==> config.mk <==
export PLATFORM = sky130hd
export DESIGN_NAME = tileDriverTop
export DESIGN_NICKNAME = d
export VERILOG_FILES = /design/src/common/tileDriverPkg.sv /design/src/rtl/flagRegs.sv /design/src/rtl/coreResetCtrl.sv /design/src/pcMonitor/stuckDetector.sv /design/src/pcMonitor/pcMonitor.sv /design/src/laneSteer/laneSteer.sv /design/src/rtl/tileDriverTop.sv
export SDC_FILE = /design/constraint.sdc
export NUM_CORES = 1
export LEC_CHECK = 0
export BUFFER_PORTS_ARGS = -buffer_cell sky130_fd_sc_hd__buf_2
export CAP_MARGIN = 20
export CORE_AREA = 2 2 178 198
export CTS_CLUSTER_DIAMETER = 150
export DETAILED_ROUTE_END_ITERATION = 7
export DIE_AREA = 0 0 180 200
export GPL_TIMING_DRIVEN = 1
export SLEW_MARGIN = 0
export SYNTH_ARGS = -nofsm -noshare
export SYNTH_HDL_FRONTEND = slang
export SYNTH_SLANG_ARGS = --single-unit
==> constraint.sdc <==
create_clock -name clk -period 12.35 [get_ports clk]
set_input_delay 1.235 -clock clk [delete_from_list [all_inputs] [get_ports clk]]
set_output_delay 1.235 -clock clk [all_outputs]
set_load 0.01 [all_outputs]
==> src/common/tileDriverPkg.sv <==
// Fixed four-core build; only core 0 is monitored and only the low 30 PC bits are compared
package tileDriverPkg;

  // ------------------------------------------------
  // Sizes and limits
  // ------------------------------------------------
  localparam int numCores    = 4;
  localparam int coreIdW     = 2;
  localparam int pcCmpW      = 30;   // Low PC bits used by the compare
  localparam int pcW         = 64;
  localparam int stuckLimit  = 500;  // Repeated valid PCs before stuck
  localparam int sleepDelay  = 20;   // Hit to sleep request, in cycles
  localparam int watchedCore = 0;
  localparam int beatW       = 64;
  localparam int laneCount   = 8;

  // ------------------------------------------------
  // Command and config words
  // ------------------------------------------------
  typedef enum logic [2:0] {
    opForceTile    = 3'd0,
    opReleaseTile  = 3'd1,
    opForceCore    = 3'd2,
    opReleaseCore  = 3'd3,
    opDisableStuck = 3'd4,  // Sticky until pcFail
    opSetFail      = 3'd5
  } cmdOpT;

  typedef struct packed {
    cmdOpT              op;
    logic [coreIdW-1:0] target;  // Ignored by the monitor commands
  } cmdT;

  typedef enum logic [1:0] {
    selPass    = 2'd0,
    selFail    = 2'd1,
    selPassAlt = 2'd2,
    selFailAlt = 2'd3
  } cfgSelT;

  typedef struct packed {
    cfgSelT            sel;
    logic [pcCmpW-1:0] data;
  } cfgWriteT;

  // Alternate slots are inactive while zero
  typedef struct packed {
    logic [pcCmpW-1:0] pass;
    logic [pcCmpW-1:0] fail;
    logic [pcCmpW-1:0] passAlt;
    logic [pcCmpW-1:0] failAlt;
  } pcAddrsT;

  typedef struct packed {
    logic           valid;
    logic [pcW-1:0] pc;
  } traceT;

  // ------------------------------------------------
  // Sub-word access
  // ------------------------------------------------
  typedef enum logic [1:0] {
    sz8  = 2'd0,
    sz16 = 2'd1,
    sz32 = 2'd2,
    sz64 = 2'd3
  } accSizeT;

  typedef struct packed {
    logic [2:0]       addr;  // Byte offset inside the beat
    accSizeT          size;
    logic [beatW-1:0] data;  // Write data, right aligned
  } laneAccT;

  // One beat seen as byte lanes or as halfword lanes
  typedef union packed {
    logic [laneCount-1:0][7:0]    bytes;
    logic [laneCount/2-1:0][15:0] halves;
  } beatU;

endpackage

==> src/rtl/flagRegs.sv <==
// Commands and config writes are single-cycle strobes with no handshake; unknown opcodes are dropped
`timescale 1ns/1ps

module flagRegs (
  input  logic                      clk,
  input  logic                      pcFail,
  input  logic                      cmdValid,
  input  tileDriverPkg::cmdT        cmd,
  input  logic                      cfgValid,
  input  tileDriverPkg::cfgWriteT   cfg,
  output logic                      forceTile,
  output logic                      releaseTile,
  output logic                      forceCore,
  output logic                      releaseCore,
  output logic [tileDriverPkg::coreIdW-1:0] target,
  output logic                      setFail,
  output logic                      stuckDisabled,
  output tileDriverPkg::pcAddrsT    pcAddrs
);

  import tileDriverPkg::*;

  // ------------------------------------------------
  // Self-clearing command pulses
  // ------------------------------------------------
  always_ff @(posedge clk or posedge pcFail) begin
    if (pcFail) begin
      forceTile   <= 1'b0;
      releaseTile <= 1'b0;
      forceCore   <= 1'b0;
      releaseCore <= 1'b0;
      setFail     <= 1'b0;
    end else begin
      forceTile   <= cmdValid && (cmd.op == opForceTile);
      releaseTile <= cmdValid && (cmd.op == opReleaseTile);
      forceCore   <= cmdValid && (cmd.op == opForceCore);
      releaseCore <= cmdValid && (cmd.op == opReleaseCore);
      setFail     <= cmdValid && (cmd.op == opSetFail);
    end
  end

  // Target rides alongside the pulses
  always_ff @(posedge clk) begin
    if (cmdValid) begin
      target <= cmd.target;
    end
  end

  // Once disabled the checker stays off
  always_ff @(posedge clk or posedge pcFail) begin
    if (pcFail) begin
      stuckDisabled <= 1'b0;
    end else if (cmdValid && (cmd.op == opDisableStuck)) begin
      stuckDisabled <= 1'b1;
    end
  end

  // ------------------------------------------------
  // Compare address slots
  // ------------------------------------------------
  always_ff @(posedge clk or posedge pcFail) begin
    if (pcFail) begin
      pcAddrs <= '0;
    end else if (cfgValid) begin
      case (cfg.sel)
        selPass:    pcAddrs.pass    <= cfg.data;
        selFail:    pcAddrs.fail    <= cfg.data;
        selPassAlt: pcAddrs.passAlt <= cfg.data;
        selFailAlt: pcAddrs.failAlt <= cfg.data;
      endcase
    end
  end

endmodule

==> src/rtl/coreResetCtrl.sv <==
// Tiles leave pcFail held in reset and cores leave it running; sleep applies to the watched core only
`timescale 1ns/1ps

module coreResetCtrl (
  input  logic                                clk,
  input  logic                                pcFail,
  input  logic                                forceTile,
  input  logic                                releaseTile,
  input  logic                                forceCore,
  input  logic                                releaseCore,
  input  logic [tileDriverPkg::coreIdW-1:0]   target,
  input  logic                                sleepReq,
  output logic [tileDriverPkg::numCores-1:0]  tileReset,
  output logic [tileDriverPkg::numCores-1:0]  coreReset,
  output logic                                coreHeld
);

  import tileDriverPkg::*;

  // Tile reset bits, all held until released so memory can be loaded
  always_ff @(posedge clk or posedge pcFail) begin
    if (pcFail) begin
      tileReset <= '1;
    end else if (forceTile) begin
      tileReset[target] <= 1'b1;
    end else if (releaseTile) begin
      tileReset[target] <= 1'b0;
    end
  end

  // Core reset bits inside each tile
  always_ff @(posedge clk or posedge pcFail) begin
    if (pcFail) begin
      coreReset <= '0;
    end else begin
      if (forceCore) begin
        coreReset[target] <= 1'b1;
      end else if (releaseCore) begin
        coreReset[target] <= 1'b0;
      end
      // Sleep wins over a release in the same cycle
      if (sleepReq) begin
        coreReset[watchedCore] <= 1'b1;
      end
    end
  end

  assign coreHeld = coreReset[watchedCore];  // Back to the monitor

endmodule

==> src/pcMonitor/stuckDetector.sv <==
// Compares the full 64-bit PC; invalid trace cycles neither count nor break a run of repeats
`timescale 1ns/1ps

module stuckDetector (
  input  logic                  clk,
  input  logic                  pcFail,
  input  tileDriverPkg::traceT  trace,
  input  logic                  stuckDisabled,
  output logic                  stuck
);

  import tileDriverPkg::*;

  typedef logic [$clog2(stuckLimit+1)-1:0] repCntT;

  logic [pcW-1:0] lastPc;
  repCntT         repCnt;
  repCntT         repCntNext;
  logic           stuckRaw;

  always_comb begin
    repCntNext = repCnt;
    if (trace.valid) begin
      if (trace.pc != lastPc) begin
        repCntNext = '0;
      end else if (repCnt != repCntT'(stuckLimit)) begin
        repCntNext = repCnt + repCntT'(1);  // Saturates at the limit
      end
    end
  end

  always_ff @(posedge clk or posedge pcFail) begin
    if (pcFail) begin
      lastPc   <= '0;
      repCnt   <= '0;
      stuckRaw <= 1'b0;
    end else begin
      if (trace.valid) begin
        lastPc <= trace.pc;
      end
      repCnt   <= repCntNext;
      stuckRaw <= (repCntNext == repCntT'(stuckLimit));
    end
  end

  assign stuck = stuckRaw && !stuckDisabled;

endmodule

==> src/pcMonitor/pcMonitor.sv <==
// Watches one core; status is sticky until pcFail and only the first hit arms the sleep countdown
`timescale 1ns/1ps

module pcMonitor (
  input  logic                     clk,
  input  logic                     pcFail,
  input  tileDriverPkg::traceT     trace,
  input  tileDriverPkg::pcAddrsT   pcAddrs,
  input  logic                     stuckDisabled,
  input  logic                     setFail,
  input  logic                     coreHeld,
  output logic                     passStatus,
  output logic                     failStatus,
  output logic                     stuck,
  output logic                     sleepReq
);

  import tileDriverPkg::*;

  typedef logic [$clog2(sleepDelay+1)-1:0] sleepCntT;

  logic              traceValidQ;
  logic [pcCmpW-1:0] tracePcQ;
  logic              passHit;
  logic              failHit;
  logic              anyHit;
  sleepCntT          sleepCnt;

  stuckDetector stuck0 (
    .clk           (clk),
    .pcFail        (pcFail),
    .trace         (trace),
    .stuckDisabled (stuckDisabled),
    .stuck         (stuck)
  );

  // ------------------------------------------------
  // Trace capture and address compare
  // ------------------------------------------------
  always_ff @(posedge clk or posedge pcFail) begin
    if (pcFail) begin
      traceValidQ <= 1'b0;
    end else begin
      traceValidQ <= trace.valid;
    end
  end

  always_ff @(posedge clk) begin
    tracePcQ <= trace.pc[pcCmpW-1:0];
  end

  always_comb begin
    passHit = traceValidQ &&
              ((tracePcQ == pcAddrs.pass) ||
               ((pcAddrs.passAlt != '0) && (tracePcQ == pcAddrs.passAlt)));
    failHit = stuck ||  // Stuck counts as a fail
              (traceValidQ &&
               ((tracePcQ == pcAddrs.fail) ||
                ((pcAddrs.failAlt != '0) && (tracePcQ == pcAddrs.failAlt))));
    anyHit  = (passHit || failHit) && !coreHeld;
  end

  // ------------------------------------------------
  // Status latch
  // ------------------------------------------------
  always_ff @(posedge clk or posedge pcFail) begin
    if (pcFail) begin
      passStatus <= 1'b0;
      failStatus <= 1'b0;
    end else if (setFail) begin
      passStatus <= 1'b0;
      failStatus <= 1'b1;
    end else if (anyHit) begin
      passStatus <= passStatus | passHit;
      failStatus <= failStatus | failHit;
    end
  end

  // Countdown to sleep, armed once by the first hit
  always_ff @(posedge clk or posedge pcFail) begin
    if (pcFail) begin
      sleepCnt <= '0;
      sleepReq <= 1'b0;
    end else begin
      sleepReq <= (sleepCnt == sleepCntT'(1));
      if (sleepCnt != '0) begin
        sleepCnt <= sleepCnt - sleepCntT'(1);
      end else if (anyHit && !passStatus && !failStatus && !stuckDisabled) begin
        sleepCnt <= sleepCntT'(sleepDelay);  // No sleep with checker off
      end
    end
  end

endmodule

==> src/laneSteer/laneSteer.sv <==
// Purely combinational; addresses must be naturally aligned for their size, low bits are ignored
`timescale 1ns/1ps

module laneSteer (
  input  tileDriverPkg::laneAccT                acc,
  input  tileDriverPkg::beatU                   rdBeat,
  output logic [tileDriverPkg::laneCount-1:0]   wrMask,
  output tileDriverPkg::beatU                   wrBeat,
  output logic [tileDriverPkg::beatW-1:0]       rdData
);

  import tileDriverPkg::*;

  // ------------------------------------------------
  // Write side mask and replication
  // ------------------------------------------------
  always_comb begin
    wrBeat = '0;
    case (acc.size)
      sz8: begin
        wrMask = laneCount'(1) << acc.addr;
        for (int i = 0; i < laneCount; i++) begin
          wrBeat.bytes[i] = acc.data[7:0];
        end
      end
      sz16: begin
        wrMask = laneCount'(3) << {acc.addr[2:1], 1'b0};
        for (int i = 0; i < laneCount / 2; i++) begin
          wrBeat.halves[i] = acc.data[15:0];
        end
      end
      sz32: begin
        wrMask = acc.addr[2] ? 8'hF0 : 8'h0F;
        wrBeat = {2{acc.data[31:0]}};  // Word in both halves
      end
      default: begin
        wrMask = '1;
        wrBeat = acc.data;
      end
    endcase
  end

  // ------------------------------------------------
  // Read side extraction, zero extended
  // ------------------------------------------------
  always_comb begin
    case (acc.size)
      sz8:  rdData = beatW'(rdBeat.bytes[acc.addr]);
      sz16: rdData = beatW'(rdBeat.halves[acc.addr[2:1]]);
      sz32: begin
        if (acc.addr[2]) begin
          rdData = beatW'({rdBeat.halves[3], rdBeat.halves[2]});
        end else begin
          rdData = beatW'({rdBeat.halves[1], rdBeat.halves[0]});
        end
      end
      default: rdData = rdBeat;
    endcase
  end

endmodule

==> src/rtl/tileDriverTop.sv <==
// Four cores with core 0 watched; no back-pressure, every strobe is taken in the cycle it arrives
`timescale 1ns/1ps

module tileDriverTop (
  input  logic                                clk,
  input  logic                                pcFail,
  input  logic                                cmdValid,
  input  tileDriverPkg::cmdT                  cmd,
  input  logic                                cfgValid,
  input  tileDriverPkg::cfgWriteT             cfg,
  input  tileDriverPkg::traceT                trace,
  input  tileDriverPkg::laneAccT              acc,
  input  tileDriverPkg::beatU                 rdBeat,
  output logic [tileDriverPkg::numCores-1:0]  tileReset,
  output logic [tileDriverPkg::numCores-1:0]  coreReset,
  output logic                                passStatus,
  output logic                                failStatus,
  output logic                                stuck,
  output logic [tileDriverPkg::laneCount-1:0] wrMask,
  output tileDriverPkg::beatU                 wrBeat,
  output logic [tileDriverPkg::beatW-1:0]     rdData
);

  import tileDriverPkg::*;

  logic               forceTile;
  logic               releaseTile;
  logic               forceCore;
  logic               releaseCore;
  logic [coreIdW-1:0] target;
  logic               setFail;
  logic               stuckDisabled;
  pcAddrsT            pcAddrs;
  logic               sleepReq;
  logic               coreHeld;

  flagRegs flags0 (
    .clk (clk), .pcFail (pcFail),
    .cmdValid (cmdValid), .cmd (cmd), .cfgValid (cfgValid), .cfg (cfg),
    .forceTile (forceTile), .releaseTile (releaseTile),
    .forceCore (forceCore), .releaseCore (releaseCore), .target (target),
    .setFail (setFail), .stuckDisabled (stuckDisabled), .pcAddrs (pcAddrs)
  );

  coreResetCtrl resetCtrl0 (
    .clk (clk), .pcFail (pcFail),
    .forceTile (forceTile), .releaseTile (releaseTile),
    .forceCore (forceCore), .releaseCore (releaseCore), .target (target),
    .sleepReq (sleepReq),
    .tileReset (tileReset), .coreReset (coreReset), .coreHeld (coreHeld)
  );

  pcMonitor monitor0 (
    .clk (clk), .pcFail (pcFail), .trace (trace), .pcAddrs (pcAddrs),
    .stuckDisabled (stuckDisabled), .setFail (setFail), .coreHeld (coreHeld),
    .passStatus (passStatus), .failStatus (failStatus), .stuck (stuck),
    .sleepReq (sleepReq)
  );

  laneSteer lanes0 (
    .acc (acc), .rdBeat (rdBeat),
    .wrMask (wrMask), .wrBeat (wrBeat), .rdData (rdData)
  );

endmodule

==> results of run 1 <==
==> state kept, by name (all words and copies together), names as in the netlist, named ones only <==
register	flops
flags0.pcAddrs	120
monitor0.stuck0.lastPc	64
monitor0.tracePcQ	30
monitor0.stuck0.repCnt	9
monitor0.sleepCnt	5
flags0.target	2
flags0.forceCore	1
flags0.forceTile	1
flags0.releaseCore	1
flags0.releaseTile	1
flags0.setFail	1
flags0.stuckDisabled	1
monitor0.failStatus	1
monitor0.passStatus	1
monitor0.sleepReq	1
monitor0.stuck0.stuckRaw	1
monitor0.traceValidQ	1
resetCtrl0.coreReset	1
==> power groups by stage <==
stage	registers [W]	logic, W	clock network, W
4_1_cts	0.00104	0.000533	0.000831
3_3_place_gp	0.00105	0.000523	0
3_5_place_dp	0.00105	0.000530	0
6_report	0.00104	0.000530	0.000814
2_1_floorplan	0.00103	0.000348	0
5_1_grt	0.00106	0.000577	0.000868
==> per-layer routing <==
layer  wire length [um]  vias to the layer above
li1                   -                     5045
met1              19200                     5390
met2              19300                      435
met3               3520                       67
met4                761                        8
met5                 50                        -
==> through the flow <==
stage	utilization, %	total power (W)	hold WS, ns	worst slack [ns]
after floorplan	-	0.00137	0.404	5.19
final	49.1	0.00238	0.430	7.03
after global placement	46.4	0.00157	0.422	7.06
after CTS	49.0	0.00240	0.433	7.14
after detailed placement	46.4	0.00158	0.425	7.14
after global routing	49.1	0.00250	0.446	6.76
==> kinds of logic after synthesis <==
family,count (synthesis)
flops,249
buf+inv,88
compound gates,144
xor+xnor,194
mux,230
simple gates,294
fa+ha+maj,4
==> cell type report <==
type                       instances  area, um^2  area share [%]
antenna                            4        10.0          0.0603
clock buffer                      41         777            4.68
sequential                       249        6100            36.7
multi-input combinational        866        6960            41.9
inverter                          23        93.8           0.565
clock inverter                     6         116           0.701
tap                              438         548            3.30
timing repair buffer             396        2010            12.1
==> how the worst min path moves through the flow <==
stage / startpoint / endpoint / slack (ns)
5_1_grt: flags0.setFail / monitor0.passStatus / 0.45
2_1_floorplan: flags0.setFail / monitor0.passStatus / 0.40
6_report: flags0.setFail / monitor0.passStatus / 0.43
4_1_cts: flags0.setFail / monitor0.passStatus / 0.43
3_3_place_gp: flags0.setFail / monitor0.passStatus / 0.42
3_5_place_dp: flags0.setFail / monitor0.passStatus / 0.43
==> placed cells by master (no fill, tap or decap), types with 23 or more instances in the layout <==
master / count
nor2_1: 46
dfxtp_1: 30
and3_1: 38
a22o_1: 23
dfrtp_1: 213
nor4_1: 43
nand4_1: 32
buf_2: 385
nand2_1: 59
clkbuf_16: 26
xnor2_1: 80
xor2_1: 113
mux2_2: 200
a21oi_1: 54
==> results_dict.tcl, run 1 <==
set metrics [dict create \
    power_frac_comb_pct 22.2 \
    arrival_ns 4.09 \
    grt_pass1_vias 10700 \
    grtUsageMet2_pct 34.4 \
    worstPathMaxFanout 77 \
    max_freq_mhz 188 \
    drc 0 \
    synth-simple-area-share_pct 11.8 \
    io_pins 386 \
    yosys.cell_types.count 60 \
    grt_pass1_wl_mm 63.6 \
    cts_setup_buffers 0 \
    switchingPower_w 0.000693 \
    yosys_warnings 0 \
    syn_avg_cell_area_um2 11.2 \
    cts_root_buffer "clkbuf_16" \
    wire_per_inst_um 21.1 \
    placedCellCount 1972 \
    dieArea_um2 36000 \
    drt-initial-drc-count 873 \
    setup.worst_path.end "rdData[10]" \
    synth-xor-area-share_pct 12.7 \
    clock_skew_ns 0.0156 \
    swShare_pct 29.1 \
    start_util_pct 39.7 \
    synthFlopType "dfrtp_1" \
    synth_common_cells "dfrtp_1, mux2_2, xor2_1, xnor2_1, nand2_1" \
    endpoint_kind "output pin" \
    fin_area_um2 16600 \
    hold_viol_final 0 \
    routed_via_density 5.41 \
    cts_tree "yes" \
    yosysSeqAreaShare_pct 45.4 \
    ff2ff_setup_slack_ns 10.00 \
    cp-startpoint "acc[64]" \
    fin_cells 2023 \
    clk_latency_ns 0.54 \
    rr_startpoint "monitor0.tracePcQ[16]" \
    synthToLayoutAreaGrowth_pct 23.6 \
    cpPeakStageDelay_ns 0.68 \
    met3_usage_pct 6.22 \
    synthMuxAreaShare_pct 19.7 \
    vdd_drop_max_v 0.000112 \
    rows 71 \
    final.fill_count 3102 \
    ys_seq_elements 249 \
    synth_nets 1446 \
    dr_total_vias 10900 \
    grt_max_degree 109 \
    gr-total-overflow 0 \
    synth_area_leaders "dfrtp_1, mux2_2, xor2_1" \
    yosysMostFrequentCell "dfrtp_1" \
    synthesis.area_um2 13400 \
    grt_busiest_layer "met2" \
    setup-violations-final 0 \
    path_class "in2out" \
    place_congestion 0.898 \
    cp.depth 9 \
    setup_tns_ns 0 \
    ant_nets 0 \
    whs_path_depth 1 \
    hp-class "reg2reg" \
    die_w_um 180 \
    status "completed" \
    cts_num_sinks 249 \
    cts_resized 0 \
    p_leak_nw 7.59 \
    place_area_um2 15700 \
    nets 1805 \
    crit_family "buffers and inverters" \
    relSlewSlack_pct 27.3 \
    p_per_area_nw_per_um2 144 \
    core_region_area_um2 33800 \
    synthAdderAreaFrac_pct 0.372 \
    grt_use_total_pct 22.5 \
    p_seq_share_pct 43.6 \
    slowest_stage "buf_4" \
    die_h_um 200 \
    antenna_found_initial 8 \
    max_cap_violations 0 \
    rr_endpoint "monitor0.sleepCnt[0]" \
    synth-compound-area-share_pct 7.17 \
    intPower_w 0.00169 \
    reg2reg_depth 6 \
    synth_top_area_share_pct 39.7 \
    power_frac_clock_pct 34.1 \
    drive_gt1_share_pct 41.7 \
    critPathLaunchType "primary input" \
    cp_num_buf_inv 4 \
    async_reset_ff_share_pct 87.1 \
    cts_buffer_depth 3 \
    dp_hpwl_mm 32.8 \
    rsz0062_at_grt "no" \
    period_share_pct 43.1 \
    gr-usage-met1_pct 32.2 \
    period_needed_ns 5.32 \
    cts.clk_slew.worst_paths_ns 0.06 \
    crit_chain "buf_2, buf_4, clkinv_1, nor3_1, a21oi_1, nor2b_1, a21oi_1, o21ai_0, buf_2" \
    required_ns 11.11 \
    dr.pass1.iters 5 \
    synth_edf_count 2 \
    slew_viol_final 0 \
    htreeDepth 1 \
    portBuffers 385 \
    hold_buffers 0 \
    syn_inst 1203 \
    synth_top_area_cell "dfrtp_1" \
    cts_buffers 26 \
    synth_top_family_by_area "multiplexers" \
    tightest_slew_ns 1.08 \
    drt_wl_total_mm 42.8 \
]
Power figures use the tool's default switching activity.
==> run 2, diff against run 1 <==
- ABC_AREA: default -> 1
- CORE_AREA: 2 2 178 198 -> 2 2 181 201
- DIE_AREA: 0 0 180 200 -> 0 0 183 203
- PLACE_DENSITY: default -> 0.66
- clock period: 12.35 -> 4.48 ns (I/O delays scaled with it)
==> run 2 against run 1 <==
Power rose to 2.8 times the previous value. Highest routed layer unchanged. Sequential share of layout area down 1.2 points. Sequential power grew to 2.6 times the previous value. Synthesized cell count rose by 60%.
==> results_dict.tcl, run 2 <==
set metrics [dict create \
    status "completed" \
    drt-initial-drc-count 1028 \
    layout_commonest_cell "nand2_1" \
    cts.clk_slew.worst_paths_ns 0.06 \
    core_region_area_um2 35000 \
    synth_area_leaders "dfrtp_1, nand2_1, inv_1" \
    vdd_drop_max_v 0.000284 \
    setup-violations-final 0 \
    cts_buffers 29 \
    ys_seq_elements 249 \
    wire_per_inst_um 19.5 \
    grt_pass1_vias 13300 \
    tightest_slew_ns 1.01 \
    synthAdderAreaFrac_pct 0.362 \
    synth_top_area_share_pct 38.5 \
    placedCellCount 2686 \
    grt_pass1_wl_mm 79.4 \
    syn_avg_cell_area_um2 7.19 \
    cts_num_sinks 249 \
    die_w_um 183 \
    clk_latency_ns 0.55 \
    cts_setup_buffers 0 \
    layout_setup_ws_ns 0.927 \
    endpoint_kind "output pin" \
    synth_top_area_cell "dfrtp_1" \
    synth-compound-area-share_pct 12.2 \
    p_seq_share_pct 41.8 \
    routed_via_density 5.07 \
    cts_tree "yes" \
    yosysMostFrequentCell "nand2_1" \
    yosys_warnings 0 \
    die_h_um 203 \
    clock_skew_ns 0.0123 \
    crit_chain "buf_2, inv_1, nor2_1, nand3_1, o21ai_2, inv_1, o22ai_1, a21oi_1, o211ai_1, buf_2" \
    grt_max_degree 117 \
    place_ws_ns 1.05 \
    ant_nets 0 \
    synth_nets 2167 \
    max_freq_mhz 281 \
    period_share_pct 79.3 \
    synthToLayoutAreaGrowth_pct 24.3 \
    final_core_util_pct 49.2 \
    gr-total-overflow 0 \
    max_cap_violations 0 \
    rows 72 \
    worstPathMaxFanout 12 \
    cts_root_buffer "clkbuf_16" \
    regMostFlops "flags0.pcAddrs" \
    relSlewSlack_pct 32.8 \
    setup_tns_ns 0 \
    syn_inst 1924 \
    largest_reg_flops 120 \
    synth_edf_count 2 \
    synthMuxAreaShare_pct 0 \
    nets 2521 \
    multiInputGateArea_um2 6480 \
    dieArea_um2 37100 \
    async_reset_ff_share_pct 87.1 \
    power_frac_comb_pct 20.7 \
    dr_total_vias 13900 \
    dr.pass1.iters 5 \
    synth-simple-area-share_pct 26.3 \
    drt_wl_total_mm 53.6 \
    cp_num_buf_inv 4 \
    required_ns 4.03 \
    swShare_pct 30.7 \
    arrival_ns 3.10 \
    drc 0 \
    antenna_found_initial 13 \
    p_leak_nw 9.29 \
    cts_buffer_depth 3 \
    power_frac_clock_pct 37.6 \
    io_pins 386 \
    slowest_stage "nand3_1" \
    switchingPower_w 0.00201 \
    hold_viol_final 0 \
    slew_viol_final 0 \
    p_per_area_nw_per_um2 382 \
    fin_cells 2751 \
    yosysSeqAreaShare_pct 44.1 \
    period_needed_ns 3.55 \
    hp-class "in2reg" \
    total_power_w 0.00656 \
    intPower_w 0.00455 \
    synthesis.area_um2 13800 \
    synthFlopType "dfrtp_1" \
    top_regs "flags0.pcAddrs: 120 flops, monitor0.stuck0.lastPc: 64 flops, monitor0.tracePcQ: 30 flops" \
    yosys.cell_types.count 41 \
    mostFrequentLayoutCells "nand2_1, buf_2, inv_1, dfrtp_1, nor2_1" \
    regArea_um2 6100 \
    synth_common_cells "nand2_1, inv_1, dfrtp_1, nor2_1, o21ai_0" \
    path_class "in2out" \
    crit_family "simple AND/OR/NAND/NOR gates" \
    drive_gt1_share_pct 20.9 \
    final.fill_count 3554 \
    start_util_pct 39.6 \
    place_congestion 1.02 \
    cpPeakStageDelay_ns 0.64 \
    portBuffers 385 \
    rsz0062_at_grt "no" \
    grt_use_total_pct 28.3 \
    synth-xor-area-share_pct 7.92 \
    htreeDepth 1 \
    critPathLaunchType "primary input" \
    dp_hpwl_mm 42.8 \
    synth_top_family_by_area "simple AND/OR/NAND/NOR gates" \
]
## run 2: cell types whose count changed in the layout (fill, tap and decap cells not counted), sizes merged, moves of 44 or more
cell,before,now
o21ai,15,168
mux2,200,0
nor2,48,198
inv,22,251
o22ai,4,64
nor4,45,1
nand2,59,643
## run 2: path summary, 6_finish.rpt
check / startpoint / end / slack [ns] / cells past startpoint
max reg2reg: monitor0.tracePcQ[14] / monitor0.sleepCnt[1] / 2.46 / 12
max in group asynchronous: pcFail / monitor0.stuck0.lastPc[18] / 2.90 / 4
min: trace[23] / monitor0.tracePcQ[23] / 0.03 / 1
max: acc[64] / rdData[1] / 0.93 / 10
min reg2reg: monitor0.sleepCnt[4] / monitor0.sleepReq / 0.45 / 1
min in group asynchronous: pcFail / monitor0.stuck0.lastPc[11] / 0.52 / 3
## run 2: metrics by stage
stage	instance area (um^2)	hold slack (ns)
2_1_floorplan	13800	0.414
3_3_place_gp	16100	0.430
3_5_place_dp	16100	0.436
4_1_cts	17100	0.00682
5_1_grt	17200	0.00749
6_report	17200	0.0308
## run 2: layout make-up
class | instances | share of cell area [%]
Antenna cell | 6 | 0.0873
Clock buffer | 40 | 4.69
Clock inverter | 14 | 1.17
Inverter | 251 | 5.50
Multi-Input combinational cell | 1351 | 37.7
Sequential cell | 249 | 35.5
Tap cell | 444 | 3.23
Timing Repair Buffer | 396 | 12.2
## run 2: power groups by stage
| stage | clock, W | combinational (W) | sequential, W |
|---|---|---|---|
| final | 0.00247 | 0.00136 | 0.00274 |
| after global routing | 0.00261 | 0.00151 | 0.00278 |
| after CTS | 0.00251 | 0.00135 | 0.00274 |
| after detailed placement | 0 | 0.00134 | 0.00278 |
| after global placement | 0 | 0.00132 | 0.00277 |
| after floorplan | 0 | 0.000819 | 0.00273 |
## run 2: cells by family after synthesis
logic type | after synthesis
AND/OR/NAND/NOR | 922
adder cells (fa/ha/maj) | 4
AO/OA/AOI/OAI | 300
flip-flops | 249
XOR/XNOR | 125
buffers and inverters | 324
## run 2: what timing repair did
item                                   CTS  global route
hold buffers                             1             0
endpoints found under the hold margin   22             0
resized for setup                        0             0
## run 2: per-layer routing
layer  vias up  routed length (um)  track usage (%)  share of wire [%]
met3       111                4060             5.29                7.6
met4         4                2040             9.83                3.8
li1       6717                   -                -                  -
met1      6536               21500             36.3                 40
met2       575               26000             48.0                 49
met5         -                  19                0              0.035
==> run 3, diff against run 2 <==
- clock period: 4.48 -> 3.1 ns (I/O delays scaled with it)
==> run 3 against run 2 <==
Non-clock buffer count rose by 72. Register-to-register slack got worse by 1.4 ns. Utilization rose by 1.8 points. Cell area rose by 3.7%. Routed wire length rose by 1.4%. Clock power rose by 43%. Critical path depth rose by 1. Critical endpoint is now rdData[3]. Largest cell class unchanged.
==> results_dict.tcl, run 3 (synthesis gave the netlist of run 2 again) <==
set metrics [dict create \
    max_cap_violations 0 \
    wire_per_inst_um 19.3 \
    cts_root_buffer "clkbuf_16" \
    max_freq_mhz 387 \
    largest_reg_flops 120 \
    status "completed" \
    total_power_w 0.00953 \
    dr_total_vias 14100 \
    mostFrequentLayoutCells "nand2_1, buf_2, inv_1, dfrtp_1, nor2_1" \
    regMostFlops "flags0.pcAddrs" \
    tightest_slew_ns 0.901 \
    synthToLayoutAreaGrowth_pct 28.9 \
    dieArea_um2 37100 \
    cts.clk_slew.worst_paths_ns 0.06 \
    final.fill_count 3514 \
    period_needed_ns 2.58 \
    rsz0062_at_grt "no" \
    start_util_pct 39.6 \
    hold_viol_final 0 \
    cts_tree "yes" \
    rows 72 \
    nets 2593 \
    ant_nets 0 \
    worstPathMaxFanout 12 \
    drive_gt1_share_pct 20.7 \
    place_congestion 0.970 \
    grt_pass1_wl_mm 80.7 \
    drc 0 \
    hp-class "in2reg" \
    p_per_area_nw_per_um2 534 \
    top_regs "flags0.pcAddrs: 120 flops, monitor0.stuck0.lastPc: 64 flops, monitor0.tracePcQ: 30 flops" \
    place_area_um2 16100 \
    routed_via_density 4.99 \
    htreeDepth 1 \
    setup-violations-final 0 \
    endpoint_kind "output pin" \
    grt_pass1_vias 13700 \
    grt_use_total_pct 28.6 \
    gr-total-overflow 0 \
    slew_viol_final 0 \
    period_share_pct 83.3 \
    die_h_um 203 \
    clk_latency_ns 0.56 \
    relSlewSlack_pct 40.0 \
    cts_num_sinks 249 \
    clock_skew_ns 0.0214 \
    cts_setup_buffers 0 \
    p_leak_nw 9.58 \
    antenna_found_initial 8 \
    cts_buffers 29 \
    dr.pass1.iters 5 \
    critPathLaunchType "primary input" \
    die_w_um 183 \
    arrival_ns 2.27 \
    drt-initial-drc-count 893 \
    grt_max_degree 121 \
    io_pins 386 \
    cts_buffer_depth 3 \
    dp_hpwl_mm 43.5 \
    required_ns 2.79 \
    fin_area_um2 17800 \
    path_class "in2out" \
    portBuffers 385 \
    vdd_drop_max_v 0.000431 \
    layout_commonest_cell "nand2_1" \
    drt_wl_total_mm 54.4 \
    core_region_area_um2 35000 \
]
## run 3: cell types whose count changed in the layout (fill, tap and decap cells not counted), moves of 2 or more
| cell | change |
|---|---|
| bufinv_16 | -2 |
| buf_12 | -4 |
| dlygate4sd3_1 | +66 |
| buf_4 | +11 |
| clkbuf_1 | -5 |
| clkinv_2 | +3 |
| clkbuf_8 | +7 |
| diode_2 | -2 |
## run 3: routing by layer
layer | GRT usage (%) | part of all wire [%] | wire length, um
met1 | 36.6 | 41 | 22400
met2 | 48.5 | 48 | 26100
met3 | 4.11 | 6.2 | 3390
met4 | 11.9 | 4.7 | 2540
met5 | 0 | 0.062 | 34
## run 3: cell type report
type	instances	area, um^2	share of cell area (%)
Multi-Input combinational cell	1351	6480	36.3
Sequential cell	249	6100	34.2
Timing Repair Buffer	468	2730	15.3
Inverter	251	946	5.31
Clock buffer	42	885	4.96
Tap cell	444	556	3.12
Clock inverter	12	129	0.723
Antenna cell	4	10.0	0.0561
## run 3: where the power goes
group | internal, W | leakage [nW] | switching [W]
clock | 0.00215 | 0.513 | 0.00139
combinational | 0.000811 | 6.09 | 0.00122
sequential | 0.00364 | 2.97 | 0.000323
## run 3: path summary, 6_finish.rpt
check | from | endpoint | slack, ns | cells past startpoint
min | trace[33] | monitor0.stuck0.lastPc[33] | 0.02 | 3
max in group asynchronous | pcFail | flags0.pcAddrs[14] | 1.85 | 4
min in group asynchronous | pcFail | monitor0.stuck0.lastPc[46] | 0.46 | 4
max | acc[64] | rdData[3] | 0.52 | 11
min reg2reg | flags0.setFail | monitor0.failStatus | 0.47 | 2
max reg2reg | monitor0.stuck0.lastPc[16] | monitor0.stuck0.stuckRaw | 1.06 | 11
## run 3: repair_timing
action,CTS,global route
resized for setup,0,0
endpoints found under the hold margin,115,0
hold buffers,67,0
## run 3: per-stage QoR
step | hold slack [ns] | worst slack (ns) | TNS (ns) | util (%) | cells
2_1_floorplan | 0.338 | -0.0329 | -7.00 | - | 1924
3_3_place_gp | 0.453 | 0.659 | 0 | 46.2 | 2696
3_5_place_dp | 0.442 | 0.603 | 0 | 46.2 | 2696
4_1_cts | 0.00474 | 0.586 | 0 | 51.0 | 2817
5_1_grt | 0.0186 | 0.371 | 0 | 51.0 | 2820
6_report | 0.0222 | 0.519 | 0 | 51.0 | 2821
## run 3: worst max-delay path: stages
cell      delay, ns
buf_2          0.22
inv_1          0.10
nand2_1        0.33
nor2_1         0.10
a31oi_1        0.26
o21ai_1        0.19
inv_2          0.21
o22ai_1        0.11
a21oi_1        0.13
o211ai_1       0.12
buf_2          0.18
